**src/include/wiring_settings.svh**
```systemverilog
`ifndef WIRING_SETTINGS_SVH
`define WIRING_SETTINGS_SVH

// Widest line the parser keeps, in cells
`define WIRING_WIDTH 12

// Running sum wraps at this width
`define RESULT_WIDTH 16

// Line terminator
`define WIRING_NEWLINE_BYTE 8'h0A

// Hash character is a one cell
`define WIRING_CELL_ON_BYTE 8'h23

// Dot character is a zero cell
`define WIRING_CELL_OFF_BYTE 8'h2E

// ASCII end of transmission marks end of input
`define WIRING_EOF_BYTE 8'h04

`endif
```
**src/logic/wiring_pkg.sv**
```systemverilog
package wiring_pkg;

`include "wiring_settings.svh"

    // One inbound ASCII character
    typedef logic [7:0] byte_t;

    // Value of one text line, first cell most significant
    typedef logic [`WIRING_WIDTH-1:0] wiring_t;

    // Running sum
    typedef logic [`RESULT_WIDTH-1:0] result_t;

    // Parser output, valid for a single cycle
    typedef struct packed {
        logic    valid;
        logic    end_of_line;
        wiring_t data;
    } wiring_word_t;

    // Report read back by the host, done in the top bit
    typedef struct packed {
        logic    done;
        result_t sum;
    } result_report_t;

endpackage

```
**src/logic/user_logic.sv**
```systemverilog
`timescale 1ns/1ps
`default_nettype none

module user_logic
    import wiring_pkg::*;
(
    input  wire  tck,
    input  wire  tdi,
    input  wire  test_logic_reset,
    // Part of the TAP state set, not needed by this engine
    input  wire  run_test_idle,
    input  wire  ir_is_user,
    input  wire  capture_dr,
    input  wire  shift_dr,
    input  wire  update_dr,
    output logic tdo
);

    logic           inbound_valid;
    byte_t          inbound_byte;
    wiring_word_t   wiring;
    logic           end_of_file;
    result_report_t report;

    // Host bytes in
    tap_decoder #(
        .payload_t(byte_t)
    ) tap_decoder_i (
        .tck(tck),
        .test_logic_reset(test_logic_reset),
        .tdi(tdi),
        .ir_is_user(ir_is_user),
        .shift_dr(shift_dr),
        .update_dr(update_dr),
        .valid(inbound_valid),
        .data(inbound_byte)
    );

    line_decoder line_decoder_i (
        .tck(tck),
        .test_logic_reset(test_logic_reset),
        .inbound_valid(inbound_valid),
        .inbound_byte(inbound_byte),
        .wiring(wiring),
        .end_of_file(end_of_file)
    );

    // Sum wraps naturally at the result width
    always_ff @(posedge tck) begin
        if (test_logic_reset) begin
            report <= '0;
        end else begin
            report.done <= end_of_file;
            if (wiring.valid) begin
                report.sum <= report.sum + result_t'(wiring.data);
            end
        end
    end

    // Report out to the host
    tap_encoder #(
        .payload_t(result_report_t)
    ) tap_encoder_i (
        .tck(tck),
        .test_logic_reset(test_logic_reset),
        .ir_is_user(ir_is_user),
        .capture_dr(capture_dr),
        .shift_dr(shift_dr),
        .report(report),
        .tdo(tdo)
    );

endmodule

`default_nettype wire

```
**src/logic/tap_encoder.sv**
```systemverilog
`timescale 1ns/1ps
`default_nettype none

module tap_encoder
    import wiring_pkg::*;
#(
    parameter type payload_t = result_report_t
) (
    input  wire           tck,
    input  wire           test_logic_reset,
    input  wire           ir_is_user,
    input  wire           capture_dr,
    input  wire           shift_dr,
    input  wire payload_t report,
    output logic          tdo
);

    localparam int PAYLOAD_WIDTH = $bits(payload_t);

    logic [PAYLOAD_WIDTH-1:0] shift_q;
    logic                     user_capture;
    logic                     user_shift;

    assign user_capture = capture_dr && ir_is_user;
    assign user_shift   = shift_dr && ir_is_user;

    // Capture takes the report of the same cycle
    // Shifting drains LSB first and refills the top with zeros
    always_ff @(posedge tck) begin
        if (test_logic_reset) begin
            shift_q <= '0;
        end else if (user_capture) begin
            shift_q <= PAYLOAD_WIDTH'(report);
        end else if (user_shift) begin
            shift_q <= {1'b0, shift_q[PAYLOAD_WIDTH-1:1]};
        end
    end

    assign tdo = shift_q[0];

endmodule

`default_nettype wire

```
**src/logic/line_decoder.sv**
```systemverilog
`timescale 1ns/1ps
`default_nettype none

`include "wiring_settings.svh"

module line_decoder
    import wiring_pkg::*;
(
    input  wire          tck,
    input  wire          test_logic_reset,
    input  wire          inbound_valid,
    input  wire byte_t   inbound_byte,
    output wiring_word_t wiring,
    output logic         end_of_file
);

    // Byte classes
    logic is_cell_on;
    logic is_cell_off;
    logic is_cell;
    logic is_newline;
    logic is_eof;

    // Bytes only count until end of file
    logic accept;

    // Line being assembled
    wiring_t pending_value;
    logic    pending_any;

    // Word emission for this byte
    logic emit;
    logic emit_eol;

    // Registered output fields
    logic    word_valid;
    logic    word_eol;
    wiring_t word_data;

    assign is_cell_on  = inbound_byte == `WIRING_CELL_ON_BYTE;
    assign is_cell_off = inbound_byte == `WIRING_CELL_OFF_BYTE;
    assign is_cell     = is_cell_on || is_cell_off;
    assign is_newline  = inbound_byte == `WIRING_NEWLINE_BYTE;
    assign is_eof      = inbound_byte == `WIRING_EOF_BYTE;

    assign accept = inbound_valid && !end_of_file;

    // Newline always emits, even an empty line
    // End of file only when a cell is waiting
    assign emit     = accept && (is_newline || (is_eof && pending_any));
    assign emit_eol = accept && is_newline;

    always_ff @(posedge tck) begin
        if (test_logic_reset) begin
            pending_value <= '0;
            pending_any   <= 1'b0;
        end else if (accept) begin
            if (is_cell) begin
                // Oldest cell falls off the top past the line width
                pending_value <= {pending_value[`WIRING_WIDTH-2:0], is_cell_on};
                pending_any   <= 1'b1;
            end else if (is_newline || is_eof) begin
                pending_value <= '0;
                pending_any   <= 1'b0;
            end
        end
    end

    // Sticky until reset
    always_ff @(posedge tck) begin
        if (test_logic_reset) begin
            end_of_file <= 1'b0;
        end else if (accept && is_eof) begin
            end_of_file <= 1'b1;
        end
    end

    always_ff @(posedge tck) begin
        if (test_logic_reset) begin
            word_valid <= 1'b0;
            word_eol   <= 1'b0;
        end else begin
            word_valid <= emit;
            word_eol   <= emit_eol;
        end
    end

    // Data only meaningful with the valid bit
    always_ff @(posedge tck) begin
        if (emit) begin
            word_data <= pending_value;
        end
    end

    assign wiring = '{valid: word_valid, end_of_line: word_eol, data: word_data};

endmodule

`default_nettype wire

```
**src/logic/tap_decoder.sv**
```systemverilog
`timescale 1ns/1ps
`default_nettype none

module tap_decoder
    import wiring_pkg::*;
#(
    parameter type payload_t = byte_t
) (
    input  wire      tck,
    input  wire      test_logic_reset,
    input  wire      tdi,
    input  wire      ir_is_user,
    input  wire      shift_dr,
    input  wire      update_dr,
    output logic     valid,
    output payload_t data
);

    localparam int PAYLOAD_WIDTH = $bits(payload_t);

    logic [PAYLOAD_WIDTH-1:0] shift_q;
    logic                     user_shift;
    logic                     user_update;

    assign user_shift  = shift_dr && ir_is_user;
    assign user_update = update_dr && ir_is_user;

    // LSB first on the wire, so new bits enter at the top
    always_ff @(posedge tck) begin
        if (user_shift) begin
            shift_q <= {tdi, shift_q[PAYLOAD_WIDTH-1:1]};
        end
    end

    // Payload copy for the downstream logic
    always_ff @(posedge tck) begin
        if (user_update) begin
            data <= payload_t'(shift_q);
        end
    end

    // One-cycle strobe after each user update
    always_ff @(posedge tck) begin
        if (test_logic_reset) begin
            valid <= 1'b0;
        end else begin
            valid <= user_update;
        end
    end

endmodule

`default_nettype wire

```
**config.mk**
```make
export PLATFORM = sky130hd
export DESIGN_NAME = user_logic
export DESIGN_NICKNAME = d
export VERILOG_FILES = /design/src/logic/wiring_pkg.sv /design/src/logic/user_logic.sv /design/src/logic/tap_encoder.sv /design/src/logic/line_decoder.sv /design/src/logic/tap_decoder.sv
export VERILOG_INCLUDE_DIRS = /design/src /design/src/include
export SDC_FILE = /design/constraint.sdc
export NUM_CORES = 1
export LEC_CHECK = 0
export BUFFER_PORTS_ARGS = -buffer_cell sky130_fd_sc_hd__buf_2
export CAP_MARGIN = 0
export CORE_MARGIN = 3
export CORE_UTILIZATION = 25
export CTS_BUF_LIST = sky130_fd_sc_hd__clkbuf_4 sky130_fd_sc_hd__clkbuf_8 sky130_fd_sc_hd__clkbuf_16
export DETAILED_ROUTE_END_ITERATION = 12
export PLACE_DENSITY = 0.43
export SYNTH_ARGS = -nofsm -noshare
export SYNTH_HDL_FRONTEND = slang
export SYNTH_HIERARCHICAL = 1
export SYNTH_SLANG_ARGS = --single-unit
```
**constraint.sdc**
```tcl
create_clock -name tck -period 3.4 [get_ports tck]
set_input_delay 0.51 -clock tck [delete_from_list [all_inputs] [get_ports tck]]
set_output_delay 0.51 -clock tck [all_outputs]
set_load 0.03 [all_outputs]
```
* Word level (Yosys, flattened, before mapping)
Cells that the tools add are included.
** Storage, ports and cells
- Register bits :: 78
- Output and inout bits :: 1
** Cells by class
- Mux-type cells :: 6
- Equality and inequality tests :: 4
- Reduce and logical (&&, ||, !) cells :: 14
- Add/sub/neg operators :: 1
** Operators with widths (number)
- 2-to-1 mux 17 bit :: 2
- 2-to-1 mux 12 bit :: 2
- adder 16 x 12 -> 16 bit :: 1
- equality test 8 x 6 -> 1 bit, second input constant :: 2
- equality test 8 x 3 -> 1 bit, second input constant :: 1
- equality test 8 x 4 -> 1 bit, second input constant :: 1
- logical AND 1 bit :: 7
- nonzero test 2 bit :: 2
- logical OR 1 bit :: 3
- 2-to-1 mux 1 bit :: 2
- AND reduction 2 bit :: 1
- logical NOT 1 bit :: 1

* Depth between registers and ports, before layout
- Word-level depth :: 4
- Mapped depth :: 7
- Depth with buffers taken out :: 7

* Modules after synthesis
The synthesis kept the hierarchy.
** By module, submodules not included
- user_logic :: area each 1306.3 um^2, instances 1, cells an instance 155
- line_decoder :: area each 1034.7 um^2, instances 1, cells an instance 78
- tap_encoder :: area each 784.5 um^2, instances 1, cells an instance 92
- tap_decoder :: area each 523.0 um^2, instances 1, cells an instance 20

* Least setup slack after synthesis
OpenSTA, ideal clock, no wires.
- Kind :: reg-to-reg
- From :: register line_decoder_i.word_data[0]
- To :: register report[12] (netlist name)
- Period minus slack after synthesis :: 2393 ps
- Slack :: 1007 ps
- Arrival :: 2258 ps
- Library setup time :: 134 ps
- Stages on the path, launching flop included :: 8
- Cells stage by stage :: edfxtp_1 > ha_1 > fa_1 > a21o_2 > a221oi_2 > o31a_4 > nor4_1 > or4_1
** Between the ends
- Cells in the longest elaborated chain, start to end :: 1
** Ends and longest elaborated chain
- start, declared :: RTL line line_decoder.sv:38 : wiring_t word_data;
- start signal, assigned :: RTL line line_decoder.sv:91 : word_data <= pending_value;
- adder 16 x 12 -> 16 bit :: RTL line user_logic.sv:55 : report.sum <= report.sum + result_t'(wiring.data);
No other way between the ends.
A chain may end at the register's enable or synchronous reset.

* Worst setup path in the final report
- From :: register line_decoder_i.word_data[0]
- To :: register report[12] (netlist name)
** Between the ends
- Cells in the longest elaborated chain, start to end :: 1
** Ends and longest elaborated chain (RTL line)
- adder 16 x 12 -> 16 bit :: user_logic.sv:55
No other way between the ends.

==> impl_summary.log <==
[metrics] first-pass iteration count of the detailed router: 4
[metrics] antenna violations before repair: 0
[metrics] number of nets still failing antenna checks after routing: 0
[metrics] cell at the root of the clock tree: clkbuf_16
[metrics] Overall Global Routing Usage: 9.75%
[metrics] number of DRC markers after the initial detailed-route iteration: 100
[metrics] CP max-delay cell: or4_1
[metrics] Critical Path Sink Type: register
[metrics] Std-Cell Core Area: 14000 sq um
[metrics] Slew headroom: between 60% and 70%
[metrics] x dimension of the die: ~130 um
[metrics] Max Fclk: about 390 MHz
[metrics] first-pass GRT wire length: around 12000 um
[metrics] via/cell ratio: between 4 and 5
[metrics] number of post-CTS setup repair buffers: 0
[metrics] clock network power share: roughly 47%
[metrics] share of cells above drive strength 1: about 16%
[metrics] peak supply drop: between 200 and 300 uV
[metrics] Warnings, synthesis: 6
[metrics] placed inst area: about 3800 sq um
[metrics] Filler Cells Inserted: between 1000 and 1500
[metrics] placer's final routability congestion estimate: roughly 0.74
[metrics] vias in the first global route: 2499
[metrics] number of buffers on the longest clock path: 2
[metrics] clk slew on worst S/H paths: 60 ps
[metrics] Cell Rows: 43
[metrics] ordered cell list for the critical path: ha_1 > fa_1 > a21o_2 > a221oi_2 > o31a_4 > nor4_1 > or4_1
[metrics] reg-to-reg setup timing slack: around 810 ps
[metrics] critical path buffer and inverter count: 0
[metrics] H-tree level count: 3
[metrics] setup-violating endpoint count in the final report: 0
[metrics] share of total power consumed by net switching: 22.9%
[metrics] Skew-Pair Late Insertion Delay: approximately 340 ps
[metrics] Static Leakage: around 1.5 nW
[metrics] power density normalized to cell area: 508 nW/um^2
[metrics] RSZ-0062 raised after global routing: no
[metrics] total clock buffers created by CTS: 9
[metrics] die area: around 16000 sq um
[metrics] Post-Route WL: just over 7000 um
[metrics] number of max-cap violations: 0
[metrics] layout-stage area growth over the synthesis result: 13.0%
[metrics] Total Power: 0.00207 W
[metrics] Chip Height: 126 um
[metrics] count of unresolved DRC violations after routing: 0
[metrics] Final Max Slew Viols: 0
[metrics] CTS tree: done
[metrics] number of instances in the placed design: roughly 520
[metrics] endpoints failing hold: 0
[metrics] worst hold path type: in2reg
[metrics] switching power: between 0.0004 and 0.0005 W
[metrics] NumNets Final: 369
[metrics] vias after detailed routing: 2500
[metrics] Finished Core Util: between 20 and 30%
[metrics] non-filler instance count after layout: roughly 530
[metrics] Synth Net Count: 363
[metrics] post-layout minimum cycle time: 2590 ps
[metrics] maximum single-stage delay on the critical path: slightly above 500 ps
[metrics] effective utilization at floorplan: between 20% and 30%
[metrics] outcome: completed
[metrics] sequential fraction of design power: 48.5%
[metrics] post-synthesis cell count: about 340
[metrics] GR Overflow Total: 0
[metrics] data arrival time of the critical path: roughly 2800 ps
[metrics] maximum number of pins on one net before global-route repair: 35
[metrics] Worst setup SP type: register
[metrics] hold-fix buffers at CTS: 0
[metrics] setup total negative slack: 0 ps
[metrics] Diodes inserted: 0
[metrics] average detailed-routed wire length per instance: roughly 14 um
[metrics] Post-Synthesis Mean Instance Area: 10.6 sq um
[metrics] Int Power: between 0.0015 and 0.002 W
[metrics] post-detail-place hpwl: 5010 um
[metrics] critical path peak fanout: 5
[metrics] Slew @ Worst Pin: about 590 ps
[metrics] period utilization: between 70% and 80%
[metrics] Comb power frac: between 4 and 5%
[metrics] required time at the endpoint of the critical path: approximately 3600 ps
[metrics] synthesized area: 3610 sq um
[metrics] final clock skew: around 5.8 ps
[metrics] final instance area: 4080 sq um
[metrics] quantity of I/O buffers inserted on ports: 7
[metrics] Worst Path Class, Setup: reg2reg
[metrics] number of placed I/O pins: 9
[metrics] dominant delay contributor by cell family on the critical path: compound AO/OA/AOI/OAI gates
[metrics] number of instances resized during post-cts repair: 0
[metrics] clk sinks: between 70 and 80
==> area by class of cell <==
class / count / area, sq um / share of cell area, %
clock buffers: 9 / 225 / 5.51
multi-input cells: 245 / 1640 / 40.2
clock inverters: 7 / 78.8 / 1.93
inverters: 4 / 15.0 / 0.368
flip-flops and latches: 78 / 1840 / 45.1
well taps: 180 / 225 / 5.51
repair buffers: 10 / 57.6 / 1.41
==> registers in the layout, indices dropped and copies added (netlist names) <==
register,count
report,17
tap_encoder_i/shift_q,17
line_decoder_i/pending_value,12
line_decoder_i/word_data,12
tap_decoder_i/data,8
tap_decoder_i/shift_q,8
line_decoder_i/end_of_file,1
line_decoder_i/pending_any,1
line_decoder_i/word_valid,1
tap_decoder_i/valid,1
==> path summary, 6_finish.rpt <==
kind,startpoint,end,depth (start not counted)
setup / recovery,line_decoder_i/word_data[0],report[12],7
hold / removal,tdi,tap_decoder_i/shift_q[7],1
setup reg to reg,line_decoder_i/word_data[0],report[12],7
hold reg to reg,tap_decoder_i/shift_q[0],tap_decoder_i/data[0],0
==> worst register-to-register path, cell delays in order (launching register included) <==
cell and delay, ps:
edfxtp_1 370, ha_1 230, fa_1 410, a21o_2 260, a221oi_2 400, o31a_4 240, nor4_1 50, or4_1 510
==> power groups by stage <==
| stage | Sequential (W) | Combinational, W | Clock [W] |
|---|---|---|---|
| 6_report | 0.00100 | 0.0000860 | 0.000983 |
| 3_5_place_dp | 0.00103 | 0.0000874 | 0 |
| 5_1_grt | 0.00101 | 0.0000967 | 0.00105 |
| 3_3_place_gp | 0.00102 | 0.0000856 | 0 |
| 4_1_cts | 0.00100 | 0.0000880 | 0.00102 |
| 2_1_floorplan | 0.00102 | 0.0000681 | 0 |
==> per-layer routing <==
metal | up-vias | track usage (%) | share of wire (%)
li1 | 1270 | - | -
met4 | 0 | 3.79 | 1.7
met1 | 1188 | 11.9 | 48
met5 | - | 0 | 0
met2 | 32 | 16.1 | 47
met3 | 10 | 3.05 | 3.2
==> placed cells by master, fill, tap and decap left out, drive strengths merged, types with 3 or more instances in the layout <==
master and n:
mux2i 8, buf 10, o31ai 3, and3b 3
o21a 3, edfxtp 28, nor2b 3, nor2 64
o21ai 6, a21o 4, nor3 4, or4 4
a21oi 16, xnor2 3, clkinv 3, nor4 20
o22ai 11, and2 3, ha 12, nand3 11
inv 7, nand2 17, nor3b 6, nand2b 12
nand4 3, a31oi 4, clkbuf 9, dfxtp 50
==> per-stage QoR <==
stage / hold slack, ps / worst slack [ps]
floorplan: 400 / 1010
global placement: 404 / 796
detailed placement: 405 / 806
CTS: 326 / 799
global route: 323 / 714
finish: 340 / 808
No activity file was read; power rests on OpenSTA's default activity.
